[src/design/mips_params.svh]
`ifndef MIPS_PARAMS_SVH
`define MIPS_PARAMS_SVH

// data path and address width
`define MIPS_NB_BITS 32

// register number width
`define MIPS_NB_REG 5

// memory sizes in 32-bit words
`define MIPS_IMEM_DEPTH 64
`define MIPS_DMEM_DEPTH 64

`endif

[src/design/mips_pkg.sv]
`include "mips_params.svh"

package mips_pkg;

   typedef enum logic [5:0] {
      OP_RTYPE = 6'h00,
      OP_J     = 6'h02,
      OP_BEQ   = 6'h04,
      OP_ADDI  = 6'h08,
      OP_LW    = 6'h23,
      OP_SW    = 6'h2b
   } opcode_e;

   typedef enum logic [5:0] {
      FN_ADDU = 6'h21,
      FN_SUBU = 6'h23,
      FN_AND  = 6'h24,
      FN_OR   = 6'h25,
      FN_SLT  = 6'h2a
   } funct_e;

   typedef enum logic [2:0] {
      ALU_ADD,
      ALU_SUB,
      ALU_AND,
      ALU_OR,
      ALU_SLT
   } alu_op_e;

   typedef enum logic [1:0] {
      FWD_REG,
      FWD_EX_MEM,
      FWD_MEM_WB
   } fwd_sel_e;

   // all zero is a no-op
   typedef struct packed {
      alu_op_e alu_op;
      logic    alu_src_imm;
      logic    reg_dst_rd;
      logic    mem_read;
      logic    mem_write;
      logic    reg_write;
      logic    mem_to_reg;
   } ctrl_t;

   typedef struct packed {
      logic                     valid;
      logic [`MIPS_NB_BITS-1:0] pc_plus4;
      logic [`MIPS_NB_BITS-1:0] instr;
   } if_id_t;

   typedef struct packed {
      logic                     valid;
      ctrl_t                    ctrl;
      logic [`MIPS_NB_BITS-1:0] rs_val;
      logic [`MIPS_NB_BITS-1:0] rt_val;
      logic [`MIPS_NB_BITS-1:0] sign_imm;
      logic [`MIPS_NB_REG-1:0]  rs_num;
      logic [`MIPS_NB_REG-1:0]  rt_num;
      logic [`MIPS_NB_REG-1:0]  rd_num;
   } id_ex_t;

   typedef struct packed {
      logic                     valid;
      ctrl_t                    ctrl;
      logic [`MIPS_NB_BITS-1:0] alu_out;
      logic [`MIPS_NB_BITS-1:0] store_data;
      logic [`MIPS_NB_REG-1:0]  dst;
   } ex_mem_t;

   typedef struct packed {
      logic                     valid;
      logic                     reg_write;
      logic [`MIPS_NB_REG-1:0]  dst;
      logic [`MIPS_NB_BITS-1:0] wb_data;
   } mem_wb_t;

endpackage

[src/design/hazard_unit.sv]
`timescale 1ns/1ns
`include "mips_params.svh"

module hazard_unit (
   input  mips_pkg::if_id_t   i_if_id,
   input  mips_pkg::id_ex_t   i_id_ex,
   input  mips_pkg::ex_mem_t  i_ex_mem,
   input  mips_pkg::mem_wb_t  i_mem_wb,
   output logic               o_stall,
   output mips_pkg::fwd_sel_e o_fwd_a,
   output mips_pkg::fwd_sel_e o_fwd_b
);
   import mips_pkg::*;

   logic [`MIPS_NB_REG-1:0] if_rs;
   logic [`MIPS_NB_REG-1:0] if_rt;
   logic [`MIPS_NB_REG-1:0] id_ex_dst;
   logic                    id_ex_wr;
   logic                    ex_mem_wr;
   logic                    mem_wb_wr;
   logic                    id_ex_hit;
   logic                    ex_mem_hit;
   logic                    is_beq;

   assign if_rs  = i_if_id.instr[25:21];
   assign if_rt  = i_if_id.instr[20:16];
   assign is_beq = i_if_id.valid && (opcode_e'(i_if_id.instr[31:26]) == OP_BEQ);

   // live writers, r0 excluded
   assign id_ex_dst = i_id_ex.ctrl.reg_dst_rd ? i_id_ex.rd_num : i_id_ex.rt_num;
   assign id_ex_wr  = i_id_ex.valid && i_id_ex.ctrl.reg_write && (id_ex_dst != '0);
   assign ex_mem_wr = i_ex_mem.valid && i_ex_mem.ctrl.reg_write && (i_ex_mem.dst != '0);
   assign mem_wb_wr = i_mem_wb.valid && i_mem_wb.reg_write && (i_mem_wb.dst != '0);

   // EX/MEM holds the younger value
   assign o_fwd_a = (ex_mem_wr && i_ex_mem.dst == i_id_ex.rs_num) ? FWD_EX_MEM :
                    (mem_wb_wr && i_mem_wb.dst == i_id_ex.rs_num) ? FWD_MEM_WB : FWD_REG;
   assign o_fwd_b = (ex_mem_wr && i_ex_mem.dst == i_id_ex.rt_num) ? FWD_EX_MEM :
                    (mem_wb_wr && i_mem_wb.dst == i_id_ex.rt_num) ? FWD_MEM_WB : FWD_REG;

   // decode sources pending in a later stage
   assign id_ex_hit  = id_ex_wr && (id_ex_dst == if_rs || id_ex_dst == if_rt);
   assign ex_mem_hit = ex_mem_wr && (i_ex_mem.dst == if_rs || i_ex_mem.dst == if_rt);

   // load-use needs one bubble, beq waits for the writer to reach MEM/WB
   assign o_stall = (i_if_id.valid && i_id_ex.ctrl.mem_read && id_ex_hit) ||
                    (is_beq && (id_ex_hit || ex_mem_hit));

endmodule

[config.mk]
export PLATFORM = sky130hd
export DESIGN_NAME = hazard_unit
export DESIGN_NICKNAME = d
export VERILOG_FILES = /design/src/design/mips_pkg.sv /design/src/design/hazard_unit.sv
export VERILOG_INCLUDE_DIRS = /design/src /design/src/design
export SDC_FILE = /design/constraint.sdc
export NUM_CORES = 1
export LEC_CHECK = 0
export BUFFER_PORTS_ARGS = -buffer_cell sky130_fd_sc_hd__buf_2
export CAP_MARGIN = 20
export CORE_AREA = 4 4 118 120
export DETAILED_ROUTE_END_ITERATION = 10
export DIE_AREA = 0 0 122 124
export REMOVE_ABC_BUFFERS = 1
export SYNTH_ARGS = -nofsm -noshare
export SYNTH_HDL_FRONTEND = slang
export SYNTH_SLANG_ARGS = --single-unit
[constraint.sdc]
create_clock -name vclk -period 3.5
set_clock_uncertainty 0.2 [all_clocks]
set_input_delay 0.875 -clock vclk [all_inputs]
set_output_delay 0.875 -clock vclk [all_outputs]
set_load 0.02 [all_outputs]
==> qor.yml <==
clkbuf_count: 0
cpMostUsedCell: "buf_2"
wire_per_inst_um: 11.73
grt_pass1_vias: 838
crit_type: "input pin to primary output"
cp_slowest_cell: "or4_4"
first_pass_iters: 2
worstSetupEndpointType: "primary output"
nets: 445
ctsHoldBuffers: 0
syn_area_per_cell_sq_um: 7.854
ys_top_cells_by_area: "xor2_1 32%, xnor2_1 21%, mux2i_1 7.7%"
wirelength_um: 3706
antenna_found_initial: 5
fp.dieW_um: 122
yosys_warnings: 0
numPortBuffers: 55
multi_input_area_sq_um: 618.1
relSlewSlack_pct: 70.09
max_cap_viol_count: 0
row_count: 42
via_per_inst: 2.570
synth_top_area_share_pct: 32.25
pwr_density_cell_nw_per_um2: 97.62
yosysSeqAreaShare_pct: 0
ys_types: 21
core_area_sq_um: 12980
drive_above_1_share_pct: 47.48
detail-route-antenna-nets: 0
hold_class: "input pin to primary output"
seq_cell_count: 0
grt_overflow: 0
synthCells: 83
final_common_cell: "buf_2"
path_delay_family: "simple AND/OR/NAND/NOR gates"
synth.cell_area_sq_um: 651.9
start_util_pct: 5.022
status: "complete, no violations"
gp_congestion: 0.8612
area_delta_synth_final_pct: 80.23
ir_worst_vdd_uv: 16.90
worst_pin_slew_ps: 444.5
whs_path_depth: 4
setup_viol: 0
drv_slew: 0
seqCellArea_sq_um: 0
die_y_um: 124
cp_num_buf_inv: 2
crit_chain: "buf_2 -> or4_4 -> o211ai_4 -> nor4_1 -> nor4_2 -> buf_2"
max_freq_mhz: 291.9
startpoint_type: "input pin"
grt_max_degree: 8
tns_ps: 0
fin_crit_ps: 3426
grt_pass1_wl_um: 4974
period_share_pct: 97.90
boundaryPins: 309
grt_use_total_pct: 4.524
vias: 812
total_power_uw: 114.7
fillers: 1527
required_ps: 2420
crit_path_max_fanout: 3
dieArea_sq_um: 15130
yosysTopAreaCell: "xor2_1"
drc: 0
hold_violations: 0
worst-path-stages: 6
final_cell_mix: "54 x buf_2, 24 x xor2_1, 16 x xnor2_1"
dp_hpwl_um: 3492
drtIter0Drc: 10
power.leakage_nw: 0.4669
hold-worst-slack_ps: 1946
arrival_ps: 2350
critPathMaxStageDelay_ps: 550
per-stage QoR:
stage | utilization [%] | cells | area [sq um] | setup WS, ps
floorplan | - | 77 | 613.1 | 153.3
global placement | 8.945 | 315 | 1161 | 44.94
detailed placement | 8.945 | 315 | 1161 | 41.10
CTS | 8.945 | 315 | 1161 | 33.28
global route | 9.051 | 316 | 1175 | -11.32
finish | 9.051 | 316 | 1175 | 73.65
Yosys cell counts, drive strengths merged:
master / instances
mux2i: 5
a31oi: 3
nor4b: 1
o32ai: 1
inv: 1
nor4: 5
xor2: 24
nand3: 5
buf: 3
nor3: 5
clkbuf: 3
or4: 5
xnor2: 16
nor2: 1
nand2: 2
nand4: 1
o211ai: 2
final timing paths:
| path | start | end |
|---|---|---|
| worst max-delay path | i_ex_mem[3] | o_fwd_b[1] |
| worst min-delay path | i_id_ex[112] | o_stall |
power by group:
group	internal (mW)	switching [mW]
sequential	0	0
combinational	0.0576	0.0571
clock	0.0000000382	0
total	0.0576	0.0571
layer usage:
metal  share of wire [%]  global-route usage [%]  routed length, um  vias to the layer above
met5                0.94                       0                 35                        -
met3                  11                   2.589                410                        8
met2                  53                   8.460               1959                       22
li1                    -                       -                  -                      409
met1                  35                   4.694               1297                      365
met4                0.11                       0                  4                        8
kinds of logic after synthesis:
| kind of cell | Yosys count | share of synthesized area (%) |
|---|---|---|
| AO/OA/AOI/OAI | 6 | 7.294 |
| multiplexers | 5 | 7.678 |
| buffers and inverters | 7 | 6.524 |
| XOR/XNOR | 40 | 53.74 |
| AND/OR/NAND/NOR | 25 | 24.76 |
repair_timing:
action,CTS,global route
resized for setup,0,3
setup endpoints to repair,0,2
setup buffers,0,0
layout make-up:
cell class	count	share of cell area [%]
inverter	1	0.3195
multi-input combinational	76	52.61
antenna	1	0.2130
timing repair buffer	62	28.11
tap	176	18.74
No activity file was read; power rests on OpenSTA's default activity.
