### config.mk
export PLATFORM = sky130hd
export DESIGN_NAME = execute_stage
export DESIGN_NICKNAME = d
export VERILOG_FILES = /design/src/design/mips_pkg.sv /design/src/design/execute_stage.sv
export VERILOG_INCLUDE_DIRS = /design/src /design/src/design
export SDC_FILE = /design/constraint.sdc
export NUM_CORES = 1
export LEC_CHECK = 0
export CORE_MARGIN = 2
export CORE_UTILIZATION = 45
export DETAILED_ROUTE_END_ITERATION = 6
export DONT_BUFFER_PORTS = 1
export GPL_ROUTABILITY_DRIVEN = 1
export SKIP_CTS_REPAIR_TIMING = 1
export SLEW_MARGIN = 20
export SYNTH_ARGS = -nofsm -noshare
export SYNTH_HDL_FRONTEND = slang
export SYNTH_SLANG_ARGS = --single-unit
### constraint.sdc
create_clock -name i_clk -period 5.29 [get_ports i_clk]
set_clock_uncertainty 0.1 [all_clocks]
set_input_delay 0 -clock i_clk [delete_from_list [all_inputs] [get_ports i_clk]]
set_output_delay 0 -clock i_clk [all_outputs]
set_load 0.05 [all_outputs]
### src/design/mips_params.svh
`ifndef MIPS_PARAMS_SVH
`define MIPS_PARAMS_SVH

// data path and address width
`define MIPS_NB_BITS 32

// register number width
`define MIPS_NB_REG 5

// memory sizes in 32-bit words
`define MIPS_IMEM_DEPTH 64
`define MIPS_DMEM_DEPTH 64

`endif

### src/design/mips_pkg.sv
`include "mips_params.svh"

package mips_pkg;

   typedef enum logic [5:0] {
      OP_RTYPE = 6'h00,
      OP_J     = 6'h02,
      OP_BEQ   = 6'h04,
      OP_ADDI  = 6'h08,
      OP_LW    = 6'h23,
      OP_SW    = 6'h2b
   } opcode_e;

   typedef enum logic [5:0] {
      FN_ADDU = 6'h21,
      FN_SUBU = 6'h23,
      FN_AND  = 6'h24,
      FN_OR   = 6'h25,
      FN_SLT  = 6'h2a
   } funct_e;

   typedef enum logic [2:0] {
      ALU_ADD,
      ALU_SUB,
      ALU_AND,
      ALU_OR,
      ALU_SLT
   } alu_op_e;

   typedef enum logic [1:0] {
      FWD_REG,
      FWD_EX_MEM,
      FWD_MEM_WB
   } fwd_sel_e;

   // all zero is a no-op
   typedef struct packed {
      alu_op_e alu_op;
      logic    alu_src_imm;
      logic    reg_dst_rd;
      logic    mem_read;
      logic    mem_write;
      logic    reg_write;
      logic    mem_to_reg;
   } ctrl_t;

   typedef struct packed {
      logic                     valid;
      logic [`MIPS_NB_BITS-1:0] pc_plus4;
      logic [`MIPS_NB_BITS-1:0] instr;
   } if_id_t;

   typedef struct packed {
      logic                     valid;
      ctrl_t                    ctrl;
      logic [`MIPS_NB_BITS-1:0] rs_val;
      logic [`MIPS_NB_BITS-1:0] rt_val;
      logic [`MIPS_NB_BITS-1:0] sign_imm;
      logic [`MIPS_NB_REG-1:0]  rs_num;
      logic [`MIPS_NB_REG-1:0]  rt_num;
      logic [`MIPS_NB_REG-1:0]  rd_num;
   } id_ex_t;

   typedef struct packed {
      logic                     valid;
      ctrl_t                    ctrl;
      logic [`MIPS_NB_BITS-1:0] alu_out;
      logic [`MIPS_NB_BITS-1:0] store_data;
      logic [`MIPS_NB_REG-1:0]  dst;
   } ex_mem_t;

   typedef struct packed {
      logic                     valid;
      logic                     reg_write;
      logic [`MIPS_NB_REG-1:0]  dst;
      logic [`MIPS_NB_BITS-1:0] wb_data;
   } mem_wb_t;

endpackage

### src/design/execute_stage.sv
`timescale 1ns/1ns
`include "mips_params.svh"

module execute_stage (
   input  logic                     i_clk,
   input  logic                     i_reset,
   input  mips_pkg::id_ex_t         i_id_ex,
   input  mips_pkg::fwd_sel_e       i_fwd_a,
   input  mips_pkg::fwd_sel_e       i_fwd_b,
   input  logic [`MIPS_NB_BITS-1:0] i_mem_wb_data,
   output mips_pkg::ex_mem_t        o_ex_mem
);
   import mips_pkg::*;

   logic [`MIPS_NB_BITS-1:0] op_a;
   logic [`MIPS_NB_BITS-1:0] rt_fwd;
   logic [`MIPS_NB_BITS-1:0] op_b;
   logic [`MIPS_NB_BITS-1:0] alu_out;
   logic [`MIPS_NB_REG-1:0]  dst;

   function automatic logic [`MIPS_NB_BITS-1:0] fwd_mux(
      input fwd_sel_e                 sel,
      input logic [`MIPS_NB_BITS-1:0] reg_val,
      input logic [`MIPS_NB_BITS-1:0] ex_mem_val,
      input logic [`MIPS_NB_BITS-1:0] mem_wb_val
   );
      case (sel)
         FWD_EX_MEM: return ex_mem_val;
         FWD_MEM_WB: return mem_wb_val;
         default:    return reg_val;
      endcase
   endfunction

   assign op_a   = fwd_mux(i_fwd_a, i_id_ex.rs_val, o_ex_mem.alu_out, i_mem_wb_data);
   assign rt_fwd = fwd_mux(i_fwd_b, i_id_ex.rt_val, o_ex_mem.alu_out, i_mem_wb_data);
   assign op_b   = i_id_ex.ctrl.alu_src_imm ? i_id_ex.sign_imm : rt_fwd;
   assign dst    = i_id_ex.ctrl.reg_dst_rd ? i_id_ex.rd_num : i_id_ex.rt_num;

   always_comb begin
      case (i_id_ex.ctrl.alu_op)
         ALU_SUB: alu_out = op_a - op_b;
         ALU_AND: alu_out = op_a & op_b;
         ALU_OR:  alu_out = op_a | op_b;
         ALU_SLT: alu_out = {{(`MIPS_NB_BITS-1){1'b0}}, $signed(op_a) < $signed(op_b)};
         default: alu_out = op_a + op_b;
      endcase
   end

   always_ff @(posedge i_clk) begin
      if (i_reset) begin
         o_ex_mem.valid <= 1'b0;
         o_ex_mem.ctrl  <= '0;
      end else begin
         // store data is the forwarded rt
         o_ex_mem <= '{valid: i_id_ex.valid, ctrl: i_id_ex.ctrl, alu_out: alu_out,
                       store_data: rt_fwd, dst: dst};
      end
   end

endmodule

==> metrics.yaml <==
status: "finished, violations left"
violations: "negative hold slack"
cts-root-buf: "clkbuf_16"
final_max_slew_viol_count: 0
cp-start-kind: "flop"
syn_area_per_cell_um2: 7.70
p_int_uw: 1720
pwr-share-clk_pct: 21.0
start_util_pct: 46.1
gp_congestion: 0.956
hold_viol: 1
power.leakage_uw: 0.00448
syn_area_um2: 9430
drt-initial-drc-count: 959
setup_viol: 0
synth.area.mux_share_pct: 0.929
num_rows: 52
via_count: 9673
clk-insertion-delay-late_ns: 0.36
ys_async_sr_fraction_pct: 0
synth_seq_cells: 79
area_delta_synth_final_pct: 14.1
grt_pass1_vias: 8702
synthXorXnorAreaFrac_pct: 0.186
syn_nets: 1486
tightest_slew_ns: 1.00
finish.net_count: 1518
grt_setup_unrepaired: "no"
cap_violations: 0
period_share_pct: 83.8
crit_type: "flop to flop"
r2r_cells: 15
p_seq_share_pct: 34.4
yosys-top-cells-area: "edfxtp_1, ha_1, o21ai_0, inv_1, a22oi_1"
die_h_um: 149
dr.pass1.iters: 5
fill_cells: 1969
layout-drive-gt1-share_pct: 7.05
fmax_mhz: 226
cts-htree-levels: 3
synth_top_area_cell: "edfxtp_1"
dpl.hpwl_um: 24100
hold_path_end: "o_ex_mem[35]"
portBuffers: 0
synthFlopType: "edfxtp_1"
ioPinCount: 238
path_cells: "a22oi_1 > nor2_1 > a21oi_1 > o21ai_0 > ha_1 > inv_1 > fa_1 > nor2b_1 > o211ai_1 > a31o_2 > a21oi_2 > a2111oi_4 > o311a_1 > nor4b_1 > o21ai_1"
final_util_pct: 52.6
cts.sinks: 79
cp_max_fo: 5
design_area_um2: 10800
yosysSeqAreaShare_pct: 24.1
synth-compound-area-share_pct: 34.5
synthSimpleGateAreaFrac_pct: 17.4
crit_start: "o_ex_mem[37]"
synth_common_cells: "inv_1, nand2_1, o21ai_0"
largest_reg_flops: 79
diodes: 0
die_area_um2: 22100
synth_adder_area_share_pct: 13.7
wl_per_cell_um: 22.0
power_density_nw_per_um2: 303
fin_total_pwr_uw: 3260
drc: 0
yosys.area.top_type_share_pct: 22.0
slew_headroom_pct: 33.2
crit_path_max_incr_delay_ns: 0.69
clockBufferDepth: 2
p_sw_uw: 1540
cts_tree: "yes"
placed_cell_area_um2: 9610
clkTransAtPathRegs_ns: 0.07
slowest_stage: "edfxtp_1"
synth_edf_count: 69
reg_top3: "o_ex_mem: 79 flops"
regMostFlops: "o_ex_mem"
ys_types: 83
core_um2: 20400
fin_crit_ns: 4.43
combPwrFrac_pct: 44.6
critPathCaptureType: "flop"
finalWirelength_um: 33700
switching_share_pct: 47.3
viasPerCell: 6.31
ir_drop_v: 0.000177
synth_top_family_by_area: "compound AO/OA/AOI/OAI gates"
rrSetupSlack_ns: 0.86
path_delay_family: "compound AO/OA/AOI/OAI gates"
hold-path-cell-count: 4
holdWs_ns: -0.0178
cp.required_ns: 5.30
antenna_found_initial: 0
reg2reg_from: "o_ex_mem[37]"
synth.most_common_cell: "inv_1"
grt.total_usage_pct: 28.6
synth_warnings: 0
cts_buffers: 9
min-delay-start: "i_mem_wb_data[30]"
hold_path.class: "primary input to flop"
critical_path_buf_inv_count: 1
ant_nets: 0
cp.arrival_ns: 4.44
setup_tns_ns: 0
die_w_um: 149
grt_pass1_wl_um: 49300
syn_inst: 1225
grt_overflow_total: 0
rr_endpoint: "o_ex_mem[67]"
grt_max_degree: 69
logic make-up after synthesis:
logic type,Yosys count
AO/OA/AOI/OAI,469
multiplexers,8
XOR/XNOR,2
buffers and inverters,220
flip-flops,79
AND/OR/NAND/NOR,345
adder cells (fa/ha/maj),102
how the worst max path moves through the flow:
stage                    to  cells past startpoint
6_report       o_ex_mem[67]                     15
3_5_place_dp   o_ex_mem[67]                     15
5_1_grt        o_ex_mem[67]                     15
3_3_place_gp   o_ex_mem[68]                     15
2_1_floorplan  o_ex_mem[57]                     17
4_1_cts        o_ex_mem[67]                     15
cell type report:
type	count	area (um^2)	area share, %
multi-input combinational	926	6330	58.9
clock buffer	9	225	2.09
timing repair buffer	102	973	9.05
clock inverter	7	90.1	0.838
sequential	79	2270	21.1
tap	270	338	3.14
inverter	139	523	4.86
power groups by stage:
stage,Clock (uW),Combinational [uW],Sequential (uW)
2_1_floorplan,0,1030,1120
3_3_place_gp,0,1320,1130
3_5_place_dp,0,1340,1130
4_1_cts,699,1350,1120
5_1_grt,720,1590,1130
6_report,686,1450,1120
metal layers:
layer	part of all wire [%]	up-vias	wire length [um]	global-route usage, %
met5	0	-	0	0
met4	3.2	0	1090	10.8
met3	8.8	76	2960	5.78
met2	46	503	15500	45.9
met1	42	4565	14100	38.2
li1	-	4529	-	-
worst min-delay path: cells and delay by family:
family	cells	cell delay, ns
simple gates	1	0.11
buf+inv	1	0.05
compound gates	2	0.18
cell usage in the layout (no fill, tap or decap), types with 19 or more instances in the layout:
| cell | Yosys | final |
|---|---|---|
| a21oi_1 | 102 | 102 |
| a22oi_1 | 69 | 69 |
| buf_4 | 2 | 19 |
| dlygate4sd3_1 | 0 | 83 |
| edfxtp_1 | 69 | 69 |
| ha_1 | 100 | 98 |
| inv_1 | 139 | 138 |
| nand2_1 | 128 | 128 |
| nor2_1 | 91 | 91 |
| nor2b_1 | 24 | 23 |
| nor3_1 | 22 | 22 |
| o21ai_0 | 105 | 105 |
| o221ai_1 | 19 | 19 |
per-stage QoR:
step	std cells	worst slack, ns	hold WS, ns
4_1_cts	1449	0.859	-0.407
2_1_floorplan	1225	1.46	-0.0284
6_report	1532	0.858	-0.0178
5_1_grt	1532	0.545	0.0458
3_5_place_dp	1433	0.863	-0.0256
3_3_place_gp	1433	0.874	-0.0268
No activity file was read; power rests on OpenSTA's default activity.
