### src/design/mips_params.svh
`ifndef MIPS_PARAMS_SVH
`define MIPS_PARAMS_SVH

// data path and address width
`define MIPS_NB_BITS 32

// register number width
`define MIPS_NB_REG 5

// memory sizes in 32-bit words
`define MIPS_IMEM_DEPTH 64
`define MIPS_DMEM_DEPTH 64

`endif

### src/design/mips_pkg.sv
`include "mips_params.svh"

package mips_pkg;

   typedef enum logic [5:0] {
      OP_RTYPE = 6'h00,
      OP_J     = 6'h02,
      OP_BEQ   = 6'h04,
      OP_ADDI  = 6'h08,
      OP_LW    = 6'h23,
      OP_SW    = 6'h2b
   } opcode_e;

   typedef enum logic [5:0] {
      FN_ADDU = 6'h21,
      FN_SUBU = 6'h23,
      FN_AND  = 6'h24,
      FN_OR   = 6'h25,
      FN_SLT  = 6'h2a
   } funct_e;

   typedef enum logic [2:0] {
      ALU_ADD,
      ALU_SUB,
      ALU_AND,
      ALU_OR,
      ALU_SLT
   } alu_op_e;

   typedef enum logic [1:0] {
      FWD_REG,
      FWD_EX_MEM,
      FWD_MEM_WB
   } fwd_sel_e;

   // all zero is a no-op
   typedef struct packed {
      alu_op_e alu_op;
      logic    alu_src_imm;
      logic    reg_dst_rd;
      logic    mem_read;
      logic    mem_write;
      logic    reg_write;
      logic    mem_to_reg;
   } ctrl_t;

   typedef struct packed {
      logic                     valid;
      logic [`MIPS_NB_BITS-1:0] pc_plus4;
      logic [`MIPS_NB_BITS-1:0] instr;
   } if_id_t;

   typedef struct packed {
      logic                     valid;
      ctrl_t                    ctrl;
      logic [`MIPS_NB_BITS-1:0] rs_val;
      logic [`MIPS_NB_BITS-1:0] rt_val;
      logic [`MIPS_NB_BITS-1:0] sign_imm;
      logic [`MIPS_NB_REG-1:0]  rs_num;
      logic [`MIPS_NB_REG-1:0]  rt_num;
      logic [`MIPS_NB_REG-1:0]  rd_num;
   } id_ex_t;

   typedef struct packed {
      logic                     valid;
      ctrl_t                    ctrl;
      logic [`MIPS_NB_BITS-1:0] alu_out;
      logic [`MIPS_NB_BITS-1:0] store_data;
      logic [`MIPS_NB_REG-1:0]  dst;
   } ex_mem_t;

   typedef struct packed {
      logic                     valid;
      logic                     reg_write;
      logic [`MIPS_NB_REG-1:0]  dst;
      logic [`MIPS_NB_BITS-1:0] wb_data;
   } mem_wb_t;

endpackage

### src/design/memory_stage.sv
`timescale 1ns/1ns
`include "mips_params.svh"

module memory_stage #(
   parameter  int DMEM_DEPTH = `MIPS_DMEM_DEPTH,
   localparam int DMEM_AW    = $clog2(DMEM_DEPTH)
) (
   input  logic                     i_clk,
   input  logic                     i_reset,
   input  mips_pkg::ex_mem_t        i_ex_mem,
   output mips_pkg::mem_wb_t        o_mem_wb,
   output logic                     o_st_valid,
   output logic [`MIPS_NB_BITS-1:0] o_st_addr,
   output logic [`MIPS_NB_BITS-1:0] o_st_data
);

   logic [`MIPS_NB_BITS-1:0] dmem [DMEM_DEPTH];
   logic [DMEM_AW-1:0]       word_addr;

   initial begin
      for (int i = 0; i < DMEM_DEPTH; i++) begin
         dmem[i] = '0;
      end
   end

   // word addressed, low two bits ignored
   assign word_addr  = i_ex_mem.alu_out[DMEM_AW+1:2];
   assign o_st_valid = i_ex_mem.valid && i_ex_mem.ctrl.mem_write;
   assign o_st_addr  = i_ex_mem.alu_out;
   assign o_st_data  = i_ex_mem.store_data;

   always_ff @(posedge i_clk) begin
      if (o_st_valid) begin
         dmem[word_addr] <= i_ex_mem.store_data;
      end
   end

   always_ff @(posedge i_clk) begin
      if (i_reset) begin
         o_mem_wb.valid     <= 1'b0;
         o_mem_wb.reg_write <= 1'b0;
      end else begin
         o_mem_wb.valid     <= i_ex_mem.valid;
         o_mem_wb.reg_write <= i_ex_mem.valid && i_ex_mem.ctrl.reg_write;
         o_mem_wb.dst       <= i_ex_mem.dst;
         // synchronous load read
         o_mem_wb.wb_data   <= i_ex_mem.ctrl.mem_to_reg ? dmem[word_addr] : i_ex_mem.alu_out;
      end
   end

   a_rd_wr_excl: assert property (@(posedge i_clk) disable iff (i_reset)
                                  i_ex_mem.valid |-> !(i_ex_mem.ctrl.mem_read &&
                                                       i_ex_mem.ctrl.mem_write))
      else $error("memory access is both a load and a store");

endmodule

### config.mk
export PLATFORM = sky130hd
export DESIGN_NAME = memory_stage
export DESIGN_NICKNAME = d
export VERILOG_FILES = /design/src/design/mips_pkg.sv /design/src/design/memory_stage.sv
export VERILOG_INCLUDE_DIRS = /design/src /design/src/design
export SDC_FILE = /design/constraint.sdc
export NUM_CORES = 2
export LEC_CHECK = 0
export BUFFER_PORTS_ARGS = -buffer_cell sky130_fd_sc_hd__buf_4
export CAP_MARGIN = 30
export CELL_PAD_IN_SITES_DETAIL_PLACEMENT = 0
export CELL_PAD_IN_SITES_GLOBAL_PLACEMENT = 1
export CORE_UTILIZATION = 55
export DETAILED_ROUTE_END_ITERATION = 6
export PLACE_DENSITY_LB_ADDON = 0.15
export SLEW_MARGIN = 20
export SYNTH_ARGS = -nofsm -noshare
export SYNTH_HDL_FRONTEND = slang
export SYNTH_SLANG_ARGS = --single-unit
### constraint.sdc
create_clock -name i_clk -period 4.6 [get_ports i_clk]
set_input_delay 0.92 -clock i_clk [delete_from_list [all_inputs] [get_ports i_clk]]
set_output_delay 0.92 -clock i_clk [all_outputs]
set_load 0.01 [all_outputs]
==> results.yml <==
yosys:
  ys_warn_count: 0
  async_reset_ff_share_pct: 0
  synth_most_common_cell: "edfxtp_1"
  syn-num-nets: 4340
  synthCells: 4259
  synth_top_cell_by_area: "edfxtp_1"
  ys_seq_area_share_pct: 77.6
  syn-mean-instance-area_um2: 18.9
  synth_top_area_share_pct: 77.6
  synth_edf_count: 2085
  ys_ff_latch: 2087
  ys_top_cells_by_count: "edfxtp_1 (2,085), mux2i_1 (218), a221oi_1 (216)"
  ys_top_cells_by_area: "edfxtp_1 (78%), mux4_2 (4.6%), mux2i_1 (2.7%)"
  synth-main-ff-cell: "edfxtp_1"
  synth_cell_type_count: 67
  synth.cell_area_mm2: 0.0807
global_route:
  grt_max_degree: 66
  grt_overflow: 0
  grt_usage_pct: 36.5
  antenna_found_initial: 13
  grt_pass1_wl_um: 365000
  grt_pass1_vias: 44281
detailed_routing:
  ant_nets: 0
  wl_met3_um: 32900
  wire_per_inst_um: 40.0
  wl_met2_um: 122000
  drt_first_pass_iters: 7
  top_layer: "met5"
  wl_met1_um: 101000
  drt-total-wl_um: 269000
  first_iter_violations: 7333
  drc_errors: 4
  viasPerCell: 7.05
  num_vias: 47501
sta:
  finalSetupViolCount: 0
  slew_headroom_pct: 29.8
  setup_ws_ns: 1.27
  fin_worst_skew_ns: 0.0250
  finalSetupTns_ns: 0
  timing.final.hold_violations: 0
  whs_ns: 0.257
  post-route-period-util_pct: 72.4
  slew_violations: 0
  rsz0062_at_grt: "no"
  fin_crit_ns: 3.33
  worst_slew_pin_slew_ns: 1.05
  fmax_mhz: 300
setup_path:
  cpMostUsedCell: "buf_4"
  r2r-start: "dmem[15][17]"
  critical_path_buf_inv_count: 3
  crit_chain: "buf_8 -> buf_4 -> or2_2 -> o22ai_1 -> a221oi_1 -> a21oi_1 -> a2111oi_0 -> buf_4 -> a31oi_1"
  rrSetupSlack_ns: 1.95
  critical_path_class: "in2reg"
  slowest_delay_ns: 0.52
  cp_top_family: "compound AO/OA/AOI/OAI gates"
  startpoint_type: "input port"
  path_depth: 9
  worstPathArrival_ns: 3.81
  cp-endpoint: "o_mem_wb[17]"
  reg2regPathDepth: 6
  cp_max_fo: 49
  crit_slowest_cell: "buf_4"
  cp.required_ns: 5.08
  r2r_end: "o_mem_wb[17]"
  setup.worst_path.start: "i_ex_mem[39]"
  end_kind: "flip-flop"
cells_and_area:
  layout.cells.non_filler: 6735
  final_util_pct: 63.6
  fillCellCount: 10091
  fin_area_mm2: 0.0926
  final_nets: 4716
  syn_to_final_growth_pct: 14.7
  drive_gt1_share_pct: 25.0
placed_design:
  place_congestion: 0.889
  dpl_worst_slack_ns: 0.602
  dp_hpwl_um: 160000
  io_buffers: 178
  place_area_mm2: 0.0864
  placed_cells: 6346
clocking:
  clk_pin_slew_ns: 0.06
  cts_hold_buf: 0
  cts_resized: 0
  numCtsBuffers: 204
  cts_num_sinks: 2087
  clk_latency_ns: 0.85
  cts_setup_buffers: 0
  clock_path_buffers: 3
  cts-root-buf: "clkbuf_16"
  htreeDepth: 4
  cts_tree: "built"
power:
  leakagePower_nw: 29.9
  peakVddDrop_mv: 0.373
  combPwrFrac_pct: 6.1
  power.share.sequential_pct: 54.0
  internal-power_mw: 30.3
  sw_frac_of_total_pct: 22.4
  power_density_mw_per_mm2: 421
  p_sw_mw: 8.74
  finalPower_mw: 39.0
  power_frac_clock_pct: 39.9
die:
  pin_count: 185
  start_util_pct: 55.4
  rows: 140
  chipWidth_um: 385
  dieArea_mm2: 0.148
  core_area_mm2: 0.146
  die_h_um: 385
status:
  status: "finished with violations"
  violations: "DRC"
job:
  cap_viol_max_count: 0
worst_hold_path:
  hold_path.class: "in2reg"
-- worst register-to-register path: stages (launching register included) --
cell       delay (ns)
edfxtp_1         0.35
mux4_2           0.50
a22oi_1          0.16
nand4_1          0.21
a2111oi_0        0.59
buf_4            0.21
a31oi_1          0.28
-- power by group through the flow --
stage | combinational, mW | sequential (mW) | clock (mW)
floorplan | 1.12 | 21.5 | 0
global placement | 2.31 | 21.5 | 0
detailed placement | 2.33 | 21.5 | 0
CTS | 2.34 | 21.1 | 15.6
global route | 2.45 | 21.1 | 16.3
finish | 2.39 | 21.1 | 15.6
-- cell families after synthesis --
| kind of cell | Yosys count | synth area share, % |
|---|---|---|
| buf+inv | 359 | 2.62 |
| flops | 2087 | 77.6 |
| compound gates | 900 | 8.30 |
| mux | 528 | 9.32 |
| simple gates | 385 | 2.11 |
-- flip-flops by register name, indices dropped and copies added (netlist names) --
signal and flops:
dmem 2048, o_mem_wb 39
-- how the worst min path moves through the flow --
stage            startpoint           end  slack (ns)  cells past startpoint
2_1_floorplan  dmem[41][22]  o_mem_wb[22]        0.70                      3
3_3_place_gp   dmem[59][20]  o_mem_wb[20]        0.80                      4
3_5_place_dp   dmem[59][20]  o_mem_wb[20]        0.82                      4
4_1_cts         i_ex_mem[3]  o_mem_wb[35]        0.21                      1
5_1_grt         i_ex_mem[3]  o_mem_wb[35]        0.24                      1
6_report        i_ex_mem[4]  o_mem_wb[36]        0.26                      1
-- final cells by class --
class                      count  area [um2]  share of cell area (%)
antenna                        9        22.5                  0.0243
clock buffer                 259        5350                    5.78
clock inverter               121         769                   0.831
inverter                       4        23.8                  0.0257
multi-input combinational   1813       16500                    17.9
sequential                  2087       62700                    67.7
tap                         1917        2400                    2.59
timing repair buffer         525        4830                    5.21
-- cells in the final DEF, fill, tap and decap left out, types with 8 or more instances in the layout --
| cell | instances |
|---|---|
| o221ai_1 | 17 |
| o21ai_0 | 104 |
| a22o_1 | 43 |
| mux2_2 | 139 |
| nand2_1 | 84 |
| clkbuf_1 | 53 |
| o22ai_1 | 80 |
| a222oi_1 | 8 |
| mux4_2 | 164 |
| edfxtp_1 | 2085 |
| o32a_1 | 13 |
| buf_12 | 69 |
| o211ai_1 | 12 |
| nor2_1 | 124 |
| buf_4 | 453 |
| a21oi_1 | 108 |
| nand3_1 | 33 |
| a221o_1 | 31 |
| a211oi_1 | 10 |
| a221oi_1 | 216 |
| a31oi_1 | 22 |
| clkinv_1 | 64 |
| a22oi_1 | 163 |
| clkbuf_16 | 206 |
| nor2_4 | 68 |
| o2bb2ai_1 | 17 |
| clkinv_2 | 33 |
| o22a_1 | 11 |
| and3_1 | 8 |
| mux2i_1 | 218 |
| diode_2 | 9 |
| nor3_1 | 11 |
-- metal layers --
metal	global-route usage (%)	up-vias
met2	54.8	3484
met1	51.5	24848
li1	-	18471
met3	8.38	684
met4	16.3	14
met5	0	-
(Power assumes the default switching activity.)
