### config.mk
export PLATFORM = sky130hd
export DESIGN_NAME = fetch_stage
export DESIGN_NICKNAME = d
export VERILOG_FILES = /design/src/design/mips_pkg.sv /design/src/design/fetch_stage.sv
export VERILOG_INCLUDE_DIRS = /design/src /design/src/design
export SDC_FILE = /design/constraint.sdc
export NUM_CORES = 2
export LEC_CHECK = 0
export BUFFER_PORTS_ARGS = -buffer_cell sky130_fd_sc_hd__clkbuf_2
export CORE_MARGIN = 2
export CORE_UTILIZATION = 62
export CTS_CLUSTER_SIZE = 8
export DETAILED_ROUTE_END_ITERATION = 10
export PLACE_DENSITY = 0.79
export SLEW_MARGIN = 20
export SYNTH_ARGS = -nofsm -noshare
export SYNTH_HDL_FRONTEND = slang
export SYNTH_SLANG_ARGS = --single-unit
### constraint.sdc
create_clock -name i_clk -period 7.7 [get_ports i_clk]
set_input_delay 0.77 -clock i_clk [delete_from_list [all_inputs] [get_ports i_clk]]
set_output_delay 0.77 -clock i_clk [all_outputs]
set_load 0.02 [all_outputs]
### src/design/mips_params.svh
`ifndef MIPS_PARAMS_SVH
`define MIPS_PARAMS_SVH

// data path and address width
`define MIPS_NB_BITS 32

// register number width
`define MIPS_NB_REG 5

// memory sizes in 32-bit words
`define MIPS_IMEM_DEPTH 64
`define MIPS_DMEM_DEPTH 64

`endif

### src/design/mips_pkg.sv
`include "mips_params.svh"

package mips_pkg;

   typedef enum logic [5:0] {
      OP_RTYPE = 6'h00,
      OP_J     = 6'h02,
      OP_BEQ   = 6'h04,
      OP_ADDI  = 6'h08,
      OP_LW    = 6'h23,
      OP_SW    = 6'h2b
   } opcode_e;

   typedef enum logic [5:0] {
      FN_ADDU = 6'h21,
      FN_SUBU = 6'h23,
      FN_AND  = 6'h24,
      FN_OR   = 6'h25,
      FN_SLT  = 6'h2a
   } funct_e;

   typedef enum logic [2:0] {
      ALU_ADD,
      ALU_SUB,
      ALU_AND,
      ALU_OR,
      ALU_SLT
   } alu_op_e;

   typedef enum logic [1:0] {
      FWD_REG,
      FWD_EX_MEM,
      FWD_MEM_WB
   } fwd_sel_e;

   // all zero is a no-op
   typedef struct packed {
      alu_op_e alu_op;
      logic    alu_src_imm;
      logic    reg_dst_rd;
      logic    mem_read;
      logic    mem_write;
      logic    reg_write;
      logic    mem_to_reg;
   } ctrl_t;

   typedef struct packed {
      logic                     valid;
      logic [`MIPS_NB_BITS-1:0] pc_plus4;
      logic [`MIPS_NB_BITS-1:0] instr;
   } if_id_t;

   typedef struct packed {
      logic                     valid;
      ctrl_t                    ctrl;
      logic [`MIPS_NB_BITS-1:0] rs_val;
      logic [`MIPS_NB_BITS-1:0] rt_val;
      logic [`MIPS_NB_BITS-1:0] sign_imm;
      logic [`MIPS_NB_REG-1:0]  rs_num;
      logic [`MIPS_NB_REG-1:0]  rt_num;
      logic [`MIPS_NB_REG-1:0]  rd_num;
   } id_ex_t;

   typedef struct packed {
      logic                     valid;
      ctrl_t                    ctrl;
      logic [`MIPS_NB_BITS-1:0] alu_out;
      logic [`MIPS_NB_BITS-1:0] store_data;
      logic [`MIPS_NB_REG-1:0]  dst;
   } ex_mem_t;

   typedef struct packed {
      logic                     valid;
      logic                     reg_write;
      logic [`MIPS_NB_REG-1:0]  dst;
      logic [`MIPS_NB_BITS-1:0] wb_data;
   } mem_wb_t;

endpackage

### src/design/fetch_stage.sv
`timescale 1ns/1ns
`include "mips_params.svh"

module fetch_stage #(
   parameter  int IMEM_DEPTH = `MIPS_IMEM_DEPTH,
   localparam int IMEM_AW    = $clog2(IMEM_DEPTH)
) (
   input  logic                     i_clk,
   input  logic                     i_reset,
   input  logic                     i_imem_we,
   input  logic [IMEM_AW-1:0]       i_imem_addr,
   input  logic [`MIPS_NB_BITS-1:0] i_imem_data,
   input  logic                     i_stall,
   input  logic                     i_redirect,
   input  logic [`MIPS_NB_BITS-1:0] i_redirect_pc,
   output mips_pkg::if_id_t         o_if_id
);

   logic [`MIPS_NB_BITS-1:0] imem [IMEM_DEPTH];
   logic [`MIPS_NB_BITS-1:0] pc;
   logic [`MIPS_NB_BITS-1:0] pc_plus4;

   assign pc_plus4 = pc + `MIPS_NB_BITS'd4;

   // program load, only open while the core is held in reset
   always_ff @(posedge i_clk) begin
      if (i_reset && i_imem_we) begin
         imem[i_imem_addr] <= i_imem_data;
      end
   end

   always_ff @(posedge i_clk) begin
      if (i_reset) begin
         pc            <= '0;
         o_if_id.valid <= 1'b0;
      end else if (i_redirect) begin
         // kill the wrong-path slot
         pc            <= i_redirect_pc;
         o_if_id.valid <= 1'b0;
      end else if (!i_stall) begin
         pc      <= pc_plus4;
         o_if_id <= '{valid: 1'b1, pc_plus4: pc_plus4, instr: imem[pc[IMEM_AW+1:2]]};
      end
   end

   a_load_in_reset: assert property (@(posedge i_clk) !i_reset |-> !i_imem_we)
      else $error("instruction memory written outside reset");

endmodule

==> results.md <==
- The run finished with clean final reports.
- After synthesis the netlist holds a flip-flop and latch count of 2,145.
- The critical path start-end classification is reg2reg.
- The final clock period utilization by the worst path is 0.512.
- For this run, the total global-route usage over all layers was measured as 0.331.
- The initial antenna violation count is 19.
- For the finished layout, the period the worst path requires is 3.95 ns.
- The number of hold buffers added after cts is 0.
- Synthesis produced a netlist with a net count of 4,189.
- The portion of the post-synthesis area used by sequential elements is 0.776.
- The remaining number of nets flagged by the antenna check after routing is 0.
- The wire length of the first global-routing pass is 317,000 µm.
- The sum of overflow across all layers after global routing is 0.
- The sequential fraction of design power is 0.492.
- The synthesized area per cell is 20.1 µm².
- The share of async-settable or async-resettable flops after synthesis is 0.
- Setup repair after global routing left no endpoint under its margin.
- In the final layout, the share of cells above drive strength 1 is 0.237.
- The critical path required time is 8.47 ns.
- The summed negative setup slack over all endpoints is 0 ns.
- The post-CTS resize count is 0.
- In this run the number of H-tree levels came out at 5.
- The worst reg2reg path endpoint is o_if_id[15].
- The maximum number of pins on one net before global-route repair is 178.
- The number of max-slew violations in the final report came to 0.
- The final layout contains 4,499 nets.
- The worst-case IR drop observed on VDD is 0.000248 V.
- The largest area contributor in the synthesized netlist is edfxtp_1.
- The initial cell density of the core is 0.626.
- The initial detailed-routing violation count is 7,709.
- The tree is rooted in a clkbuf_16.
- The maximum clock frequency is 253 MHz.
- By area the synthesized netlist is led by edfxtp_1 77%, mux4_2 8.7%, mux2i_1 3.6%.
- After synthesis the cells add up to 0.0826 mm².
- STA classifies the critical path startpoint as a flop.
- The startpoint of the tightest hold check path is i_redirect_pc[1].
- The power per unit of standard cell area is 280 mW/mm².
- The final standard cell utilization of the core is 0.717.
- The leakage power total is 0.0294 µW.
- The total via count in the routed design is 44.1k.
- The horizontal extent of the die is 369 µm.
- The wire length reported by the detailed router is 226,000 µm.
- Counting cells, the worst reg-to-reg path comes to 6.
- The worst register-to-register path begins at pc[2].
- The final hold violation count was 0.
- Of the total power, the share spent switching nets is 0.214.
- Cell internal power was estimated by the tool at 20,800 µW.
- The number of enable-type register cells in the synthesized netlist is 2,112.
- Port buffering added 139 buffers.
- STA classifies the critical path endpoint as a flop.
- The clock-pin slew on the worst setup and hold paths is 0.05 ns.
- For this run, design rule violations remaining after detail routing come to 0.
- The relative contribution of combinational cells to total power is 0.054.
- The most common cell in the netlist is edfxtp_1.
- The CTS sink count is 2,145.
- The number of global-route vias before repair is 43.6k.
- The number of endpoints failing setup at the final stage is 0.
- Data on the critical path arrives at its endpoint at 4.72 ns.
- The max capacitance violation total is 0.
- The via density per instance is 7.10.
- The number of distinct standard cells referenced by the synthesized netlist is 50.
- The cell count of the worst hold path is 3.
- The filler cells instantiated in the layout total 7,288.
- The area of the core is 0.132 mm².
- Yosys printed 0 warnings.
- Ranked by instance count, the synthesized netlist is headed by 2,112 x edfxtp_1, 320 x mux4_2, 293 x mux2i_1.
- The minimum setup slack among reg-to-reg paths is 3.75 ns.
- Counting tap cells, the placed design contains a total of 5,835 instances.
- The top cell type's share of synthesized area is 0.768.
- Leaving out filler cells and counting taps, the final layout contains 6,215.
- The cell row count is 133.
- The die is 369 µm tall.
- The most used flip-flop cell after synthesis is edfxtp_1.
- The final estimated routing congestion in global placement is 0.930.
- TritonCTS built the clock tree.
- Along the worst path, the maximum fanout reaches 30.
- The switching power of the nets is 5660 µW.
- The clock latency of the later-clocked register in the worst-skew pair is 0.90 ns.
- The detailed placement HPWL is 120,000 µm.
- Synthesis produced 4,113 cells.
- The actual transition at the worst max-transition pin is 1.24 ns.
- The worst pin sits at a relative slew slack of 0.160.
- The first-pass iteration count of the detailed router is 7.
- The maximum clock insertion buffer count is 4.
- Clock skew on the completed layout was measured at 0.0355 ns.
- The I/O pin count is 140.
- The clock network power share is 0.454.
- For hold timing, the worst endpoint is pc[1].
- The type of the most critical hold path is in2reg.
- The die outline area is 0.136 mm².
- From synthesis to final layout, the design area changed by 14.5%.
- The number of setup buffers added after CTS is 0.
- The routed wire length per instance is 36.3 µm.
- Buffers inserted during clock tree synthesis total 318.
[registers in the layout (all words and copies together) (netlist names)]
register and flops:
imem 2048, o_if_id 65, pc 32
[power by group through the flow]
stage	clock network (µW)	logic (µW)	registers, µW
floorplan	0	736	13200
global placement	0	1330	13200
detailed placement	0	1370	13200
CTS	12000	1390	13000
global route	12500	1460	13000
finish	12000	1430	13000
[cell type report]
type,instances,area [µm²],area share
Tap cell,1755,2200,0.0232
Clock buffer,347,8220,0.0869
Inverter,6,22.5,0.000238
Timing Repair Buffer,242,1930,0.0205
Sequential cell,2145,64100,0.678
Multi-Input combinational cell,1710,18000,0.190
Antenna cell,3,7.51,0.0000794
Clock inverter,7,61.3,0.000648
[cell families after synthesis]
group,synth area share
AO/OA/AOI/OAI,0.0419
XOR/XNOR,0.00562
flip-flops,0.776
adder cells (fa/ha/maj),0.000152
buffers and inverters,0.0129
multiplexers,0.132
AND/OR/NAND/NOR,0.0311
[layout by cell type (no fill, tap or decap), types with 5 or more instances in the layout]
cell and n:
inv_1 6, dfxtp_1 28, or3_1 7, nor2b_1 128
nand4_1 40, and4_1 5, nand3_1 51, mux2i_1 293
nor4_1 9, buf_4 73, edfxtp_1 2112, o21ai_0 58
buf_16 10, xor2_1 20, a22oi_1 160, xnor2_1 33
inv_6 6, o41ai_1 22, clkbuf_2 134, nor2_4 64
o211a_1 32, o41ai_2 8, a211oi_1 113, nor2_1 48
mux4_2 320, clkbuf_16 325, buf_12 21, a31oi_1 31
o22ai_1 34, mux2_2 68, o21ai_1 8, clkbuf_1 22
nand3b_1 5, nand2_1 92, nor3_1 14, a21oi_1 8
[per-stage QoR]
stage               power (µW)  hold WS, ns  cell area, µm²  setup WS (ns)
floorplan                13900        0.408           82600           1.58
detailed placement       14600        0.418           85700           3.53
finish                   26500        0.133           94500           3.75
global placement         14500        0.411           85600           3.42
global route             26900        0.132           94500           3.63
CTS                      26400       0.0963           94000           3.86
[worst max-delay path, stage by stage (launching register included)]
cell and delay [ns]:
dfxtp_4 0.64, buf_4 0.60, nand2b_1 0.47, buf_4 0.40
o22ai_1 0.32, o41ai_1 1.05, o211a_1 0.27
[worst max path at each step]
| stage | slack [ns] | from | end | cells past startpoint |
|---|---|---|---|---|
| 2_1_floorplan | 1.58 | i_stall | o_if_id[0] | 3 |
| 3_3_place_gp | 3.42 | pc[2] | o_if_id[14] | 6 |
| 3_5_place_dp | 3.53 | i_reset | imem[24][9] | 5 |
| 4_1_cts | 3.86 | pc[2] | o_if_id[15] | 6 |
| 5_1_grt | 3.63 | pc[2] | o_if_id[15] | 6 |
| 6_report | 3.75 | pc[2] | o_if_id[15] | 6 |
[metal layers]
| layer | vias to the layer above | track usage | wire [µm] |
|---|---|---|---|
| met5 | - | 0 | 124 |
| met4 | 22 | 0.160 | 12600 |
| met3 | 708 | 0.0926 | 30200 |
| met2 | 3503 | 0.516 | 108000 |
| met1 | 22400 | 0.438 | 75000 |
| li1 | 17500 | - | - |
(Power assumes the default switching activity.)
