===== config.mk =====
export PLATFORM = sky130hd
export DESIGN_NAME = decode_stage
export DESIGN_NICKNAME = d
export VERILOG_FILES = /design/src/design/mips_pkg.sv /design/src/design/decode_stage.sv
export VERILOG_INCLUDE_DIRS = /design/src /design/src/design
export SDC_FILE = /design/constraint.sdc
export NUM_CORES = 2
export LEC_CHECK = 0
export BUFFER_PORTS_ARGS = -buffer_cell sky130_fd_sc_hd__clkbuf_2
export CAP_MARGIN = 20
export CORE_ASPECT_RATIO = 0.6
export CORE_MARGIN = 2
export CORE_UTILIZATION = 45
export CTS_CLUSTER_SIZE = 8
export DETAILED_ROUTE_END_ITERATION = 8
export HOLD_SLACK_MARGIN = 0.15
export SLEW_MARGIN = 30
export SYNTH_ARGS = -nofsm -noshare
export SYNTH_HDL_FRONTEND = slang
export SYNTH_SLANG_ARGS = --single-unit

===== constraint.sdc =====
create_clock -name i_clk -period 11.7 [get_ports i_clk]
set_clock_uncertainty 0.1 [all_clocks]
set_input_delay 2.34 -clock i_clk [delete_from_list [all_inputs] [get_ports i_clk]]
set_output_delay 2.34 -clock i_clk [all_outputs]
set_load 0.01 [all_outputs]

===== src/design/mips_params.svh =====
`ifndef MIPS_PARAMS_SVH
`define MIPS_PARAMS_SVH

// data path and address width
`define MIPS_NB_BITS 32

// register number width
`define MIPS_NB_REG 5

// memory sizes in 32-bit words
`define MIPS_IMEM_DEPTH 64
`define MIPS_DMEM_DEPTH 64

`endif


===== src/design/mips_pkg.sv =====
`include "mips_params.svh"

package mips_pkg;

   typedef enum logic [5:0] {
      OP_RTYPE = 6'h00,
      OP_J     = 6'h02,
      OP_BEQ   = 6'h04,
      OP_ADDI  = 6'h08,
      OP_LW    = 6'h23,
      OP_SW    = 6'h2b
   } opcode_e;

   typedef enum logic [5:0] {
      FN_ADDU = 6'h21,
      FN_SUBU = 6'h23,
      FN_AND  = 6'h24,
      FN_OR   = 6'h25,
      FN_SLT  = 6'h2a
   } funct_e;

   typedef enum logic [2:0] {
      ALU_ADD,
      ALU_SUB,
      ALU_AND,
      ALU_OR,
      ALU_SLT
   } alu_op_e;

   typedef enum logic [1:0] {
      FWD_REG,
      FWD_EX_MEM,
      FWD_MEM_WB
   } fwd_sel_e;

   // all zero is a no-op
   typedef struct packed {
      alu_op_e alu_op;
      logic    alu_src_imm;
      logic    reg_dst_rd;
      logic    mem_read;
      logic    mem_write;
      logic    reg_write;
      logic    mem_to_reg;
   } ctrl_t;

   typedef struct packed {
      logic                     valid;
      logic [`MIPS_NB_BITS-1:0] pc_plus4;
      logic [`MIPS_NB_BITS-1:0] instr;
   } if_id_t;

   typedef struct packed {
      logic                     valid;
      ctrl_t                    ctrl;
      logic [`MIPS_NB_BITS-1:0] rs_val;
      logic [`MIPS_NB_BITS-1:0] rt_val;
      logic [`MIPS_NB_BITS-1:0] sign_imm;
      logic [`MIPS_NB_REG-1:0]  rs_num;
      logic [`MIPS_NB_REG-1:0]  rt_num;
      logic [`MIPS_NB_REG-1:0]  rd_num;
   } id_ex_t;

   typedef struct packed {
      logic                     valid;
      ctrl_t                    ctrl;
      logic [`MIPS_NB_BITS-1:0] alu_out;
      logic [`MIPS_NB_BITS-1:0] store_data;
      logic [`MIPS_NB_REG-1:0]  dst;
   } ex_mem_t;

   typedef struct packed {
      logic                     valid;
      logic                     reg_write;
      logic [`MIPS_NB_REG-1:0]  dst;
      logic [`MIPS_NB_BITS-1:0] wb_data;
   } mem_wb_t;

endpackage


===== src/design/decode_stage.sv =====
`timescale 1ns/1ns
`include "mips_params.svh"

module decode_stage (
   input  logic                     i_clk,
   input  logic                     i_reset,
   input  mips_pkg::if_id_t         i_if_id,
   input  logic                     i_stall,
   input  mips_pkg::mem_wb_t        i_mem_wb,
   output mips_pkg::id_ex_t         o_id_ex,
   output logic                     o_redirect,
   output logic [`MIPS_NB_BITS-1:0] o_redirect_pc
);
   import mips_pkg::*;

   logic [`MIPS_NB_BITS-1:0] rf [2**`MIPS_NB_REG];
   logic [`MIPS_NB_REG-1:0]  rs_num;
   logic [`MIPS_NB_REG-1:0]  rt_num;
   logic [`MIPS_NB_BITS-1:0] rs_val;
   logic [`MIPS_NB_BITS-1:0] rt_val;
   logic [`MIPS_NB_BITS-1:0] sign_imm;
   logic [`MIPS_NB_BITS-1:0] br_target;
   logic [`MIPS_NB_BITS-1:0] j_target;
   logic                     rf_we;
   logic                     is_beq;
   logic                     is_j;
   opcode_e                  op;
   funct_e                   fn;
   ctrl_t                    ctrl;

   assign rs_num   = i_if_id.instr[25:21];
   assign rt_num   = i_if_id.instr[20:16];
   assign op       = opcode_e'(i_if_id.instr[31:26]);
   assign fn       = funct_e'(i_if_id.instr[5:0]);
   assign sign_imm = {{(`MIPS_NB_BITS-16){i_if_id.instr[15]}}, i_if_id.instr[15:0]};

   // register file writes never touch r0
   assign rf_we = i_mem_wb.valid && i_mem_wb.reg_write && (i_mem_wb.dst != '0);

   always_ff @(posedge i_clk) begin
      if (rf_we) begin
         rf[i_mem_wb.dst] <= i_mem_wb.wb_data;
      end
   end

   // write-first reads
   assign rs_val = (rs_num == '0) ? '0 :
                   (rf_we && i_mem_wb.dst == rs_num) ? i_mem_wb.wb_data : rf[rs_num];
   assign rt_val = (rt_num == '0) ? '0 :
                   (rf_we && i_mem_wb.dst == rt_num) ? i_mem_wb.wb_data : rf[rt_num];

   always_comb begin
      ctrl   = '0;
      is_beq = 1'b0;
      is_j   = 1'b0;
      case (op)
         OP_RTYPE: begin
            ctrl.reg_dst_rd = 1'b1;
            ctrl.reg_write  = 1'b1;
            case (fn)
               FN_ADDU: ctrl.alu_op = ALU_ADD;
               FN_SUBU: ctrl.alu_op = ALU_SUB;
               FN_AND:  ctrl.alu_op = ALU_AND;
               FN_OR:   ctrl.alu_op = ALU_OR;
               FN_SLT:  ctrl.alu_op = ALU_SLT;
               default: ctrl = '0;
            endcase
         end
         OP_ADDI: begin
            ctrl.alu_src_imm = 1'b1;
            ctrl.reg_write   = 1'b1;
         end
         OP_LW: begin
            ctrl.alu_src_imm = 1'b1;
            ctrl.mem_read    = 1'b1;
            ctrl.reg_write   = 1'b1;
            ctrl.mem_to_reg  = 1'b1;
         end
         OP_SW: begin
            ctrl.alu_src_imm = 1'b1;
            ctrl.mem_write   = 1'b1;
         end
         OP_BEQ:  is_beq = 1'b1;
         OP_J:    is_j = 1'b1;
         default: ctrl = '0;
      endcase
      // an empty slot decodes to nothing
      if (!i_if_id.valid) begin
         ctrl   = '0;
         is_beq = 1'b0;
         is_j   = 1'b0;
      end
   end

   // branch and jump resolve in decode with no delay slot
   assign br_target = i_if_id.pc_plus4 + {sign_imm[`MIPS_NB_BITS-3:0], 2'b00};
   assign j_target  = {i_if_id.pc_plus4[`MIPS_NB_BITS-1:28], i_if_id.instr[25:0], 2'b00};

   assign o_redirect    = !i_stall && (is_j || (is_beq && rs_val == rt_val));
   assign o_redirect_pc = is_j ? j_target : br_target;

   always_ff @(posedge i_clk) begin
      if (i_reset || i_stall) begin
         // bubble
         o_id_ex.valid <= 1'b0;
         o_id_ex.ctrl  <= '0;
      end else begin
         o_id_ex <= '{valid: i_if_id.valid, ctrl: ctrl, rs_val: rs_val, rt_val: rt_val,
                      sign_imm: sign_imm, rs_num: rs_num, rt_num: rt_num,
                      rd_num: i_if_id.instr[15:11]};
      end
   end

   // the wrong-path slot behind a redirect must arrive empty
   a_redirect_kill: assert property (@(posedge i_clk) disable iff (i_reset)
                                     o_redirect |=> !i_if_id.valid)
      else $error("slot after a redirect still valid");

endmodule


==> impl_summary.md <==
Status
The flow ran to the end, and the final reports show no timing, DRC or antenna violations.

Global routing
After global routing the overflow that remains totals 0. The total global routing track utilization is 0.313. The number of global-route vias before repair came to approximately 33000. Entering global routing, the biggest net connects between 80 and 90 pins. The number of antenna violations at the first check in global routing is 23. The first global-routing pass estimated 260 mm of wire.

Floorplan
The die covers 0.121 mm². The number of rows created at floorplan is between 90 and 100. During I/O placement, the number of pins put on the boundary was roughly 260. After floorplanning, the core was sized to cover ~0.12 mm². The floorplan die height is approximately 270 µm. From left edge to right edge, the die measures about 450 µm.

The initial core utilization is 0.454.

STA
Dividing the final minimum period by the clock period gives 0.879. The setup TNS is 0 ns. The final count of hold timing violations came to 0. Setup repair after global routing left no endpoint under its margin. The number of max-slew violations in the final report is 0.

The worst max-slew margin expressed relative to the limit is 0.268. Setup violations remaining at the end of the flow were counted as 0. Timing would allow up to ~97 MHz. The shortest clock period the worst path allows after layout is between 10 and 15 ns. The final critical-path setup slack is about 1.4 ns.

The slew of the pin with the lowest slew margin is around 1.1 ns. On the final layout, the worst hold slack is slightly above 0.9 ns.

Power
The total power consumption of the routed design is around 9.6 mW. In this run the power density over the cells is 158 mW/mm². The worst-case vdd ir drop is 0.000111 V. The analysis attributes to cell leakage a power of 20.0 nW.

Critical path
The flop-to-flop setup slack is a little under 9 ns. At the worst endpoint, the arrival time is around 7.9 ns. The maximum fanout along the worst path is 19. The critical path starts at i_if_id[25]. The most critical setup path has its endpoint at o_redirect. STA classifies the critical path startpoint as a primary input. The critical path is of the primary input to output port type. Counting cells, the worst reg-to-reg path comes to 5. The worst setup path is captured at an output port.

The endpoint identified for the worst register-to-register timing path is o_id_ex[91]. STA puts the critical path data required time at 9.26 ns. The startpoint of the lowest-slack register-to-register path is rf[0][12].

Place
The placed instances occupy a cell area of ~0.057 mm². The count of buffers from port buffering is between 200 and 300. At the end of routability-driven placement, the weighted congestion stood at 0.901.

The half-perimeter wire length after placement is approximately 120 mm. The placed cell count is 4695. OpenSTA, run right after detailed placement, puts the worst setup slack at between 1.5 and 2 ns.

Yosys
The average size of a mapped cell is 18.1 µm². For this run, the leading register cell type out of synthesis is sky130_fd_sc_hd__edfxtp_1. Counting flops with a built-in enable in the synthesized netlist gives 1114. Synthesis inferred roughly 1100 register bits. The count of different cell masters after synthesis is between 70 and 80.

The number of warnings printed during yosys synthesis is 0. The fraction of synthesis flops using an asynchronous set or reset pin is 0. Synthesis handed over a netlist of ~2900 instances. The summed instance area of the synthesized netlist is 0.0532 mm². Of the synthesized area, sequential elements account for 0.633.

Clock network
Clock-pin slew was measured on the worst setup and hold paths at 0.05 ns. The number of resized instances in the post-cts repair step is 0. The CTS buffer count is between 150 and 200. The clock net in this run drives a total of 1123 sinks. CTS built an H-tree with a depth of 4.

The clock latency at the later pin of the worst-skew pair is 0.77 ns. TritonCTS built the clock tree. Hold repair after CTS inserted 0 buffers. Once the clock tree was built, the setup fixing pass inserted 0 buffers. The clock tree root buffer cell is sky130_fd_sc_hd__clkbuf_16. The maximum count of clock buffers along a single path is 3.

Routing
The count of nets left with antenna violations once routing finished came out at 0. The average wire per standard cell is ~39 µm. The routed wire length is 190 mm. In this run, the number of DRC markers left after iteration 0 of detailed routing was 5826. In the routed layout, each cell is associated on average with a via count of 6.96. The routed layout has between 30000 and 40000 vias. The number of detailed-route iterations in the first pass is 6.

The post-route DRC violation count is 0.

Final layout
Leaving out fill and tap cells, the most frequent cell in the layout is sky130_fd_sc_hd__edfxtp_1. The final cell area excluding filler cells is ~0.061 mm². The final net count is about 3400.

The layout overhead on the synthesized area is 14.8%. After the flow finishes, the layout carries non-filler instances totaling a little under 5000. The share of post-route cells with drive strength above 1 is 0.339. Once layout is complete, the utilization of the core stands at 0.522.

In the layout the commonest cells are sky130_fd_sc_hd__edfxtp_1 (1114), sky130_fd_sc_hd__mux4_2 (509), sky130_fd_sc_hd__clkbuf_2 (254), sky130_fd_sc_hd__clkbuf_16 (165), sky130_fd_sc_hd__nand2_1 (158).

Hold path
The path class of the tightest hold or removal check is register to register.

Run
The total of max-cap violations is 0.
[cell usage after synthesis (all sizes together), types with 15 or more instances]
library cell  instances  area, µm²
o21ai                54        274
a32o                 26        260
nor2                136        510
nor2b                24        150
nand2b               16        100
a211oi               15        113
nand3                45        225
edfxtp             1114      33500
a21oi                41        205
clkbuf               80        300
inv                  20       75.1
a22oi                45        338
nor3                 47        235
mux4                509      11500
buf                 142        868
ha                   29        363
xnor2                31        272
o22ai                89        563
mux2i                97        971
nand2               159        599
xor2                 31        272
[worst min path at each step]
| stage | slack [ns] | start | depth (start not counted) | endpoint |
|---|---|---|---|---|
| finish | 0.92 | rf[8][20] | 4 | o_id_ex[99] |
| global route | 0.97 | rf[8][20] | 4 | o_id_ex[99] |
| CTS | 0.92 | rf[8][20] | 4 | o_id_ex[99] |
| detailed placement | 0.91 | rf[10][27] | 4 | o_id_ex[106] |
| global placement | 0.89 | rf[12][27] | 4 | o_id_ex[106] |
| floorplan | 0.79 | rf[10][19] | 5 | o_id_ex[98] |
[layout make-up]
| class | count | area (µm²) |
|---|---|---|
| well taps | 1584 | 1980 |
| flip-flops and latches | 1123 | 33600 |
| repair buffers | 377 | 2400 |
| diodes | 4 | 10.0 |
| multi-input cells | 1596 | 18700 |
| clock inverters | 7 | 57.6 |
| clock buffers | 179 | 4190 |
| fillers | 9391 | 56000 |
| inverters | 20 | 75.1 |
[critical path, cell delays in order]
cell and delay (ns):
sky130_fd_sc_hd__clkbuf_2 0.63, sky130_fd_sc_hd__nor2b_2 0.89, sky130_fd_sc_hd__nand2b_1 0.70, sky130_fd_sc_hd__o22ai_1 0.38, sky130_fd_sc_hd__nor2_1 0.09, sky130_fd_sc_hd__a32o_1 0.28, sky130_fd_sc_hd__xor2_1 0.16, sky130_fd_sc_hd__nor4_1 0.43
sky130_fd_sc_hd__buf_4 0.21, sky130_fd_sc_hd__nor4b_1 0.80, sky130_fd_sc_hd__nand4_1 0.41, sky130_fd_sc_hd__o22ai_2 0.28, sky130_fd_sc_hd__clkbuf_2 0.18
[state kept, by name, indices dropped and copies added (netlist names)]
signal and cells:
rf 1024, o_id_ex 99
[per-layer routing]
metal	global-route usage	share of wire
met5	0.0111	0.0018
met4	0.0952	0.030
met3	0.128	0.16
met2	0.429	0.42
met1	0.454	0.39
[logic make-up after synthesis]
kind of cell | synth area share
compound gates | 0.0464
xor+xnor | 0.0102
fa+ha+maj | 0.00720
buf+inv | 0.0234
flops | 0.633
mux | 0.236
other cells | 0.0000705
simple gates | 0.0444
[power breakdown]
group	total, mW	switching [mW]	internal (mW)
sequential	4.53	0.0294	4.50
clock	4.13	1.66	2.48
combinational	0.977	0.609	0.368
Note: power is estimated with default switching activity, not from simulation.
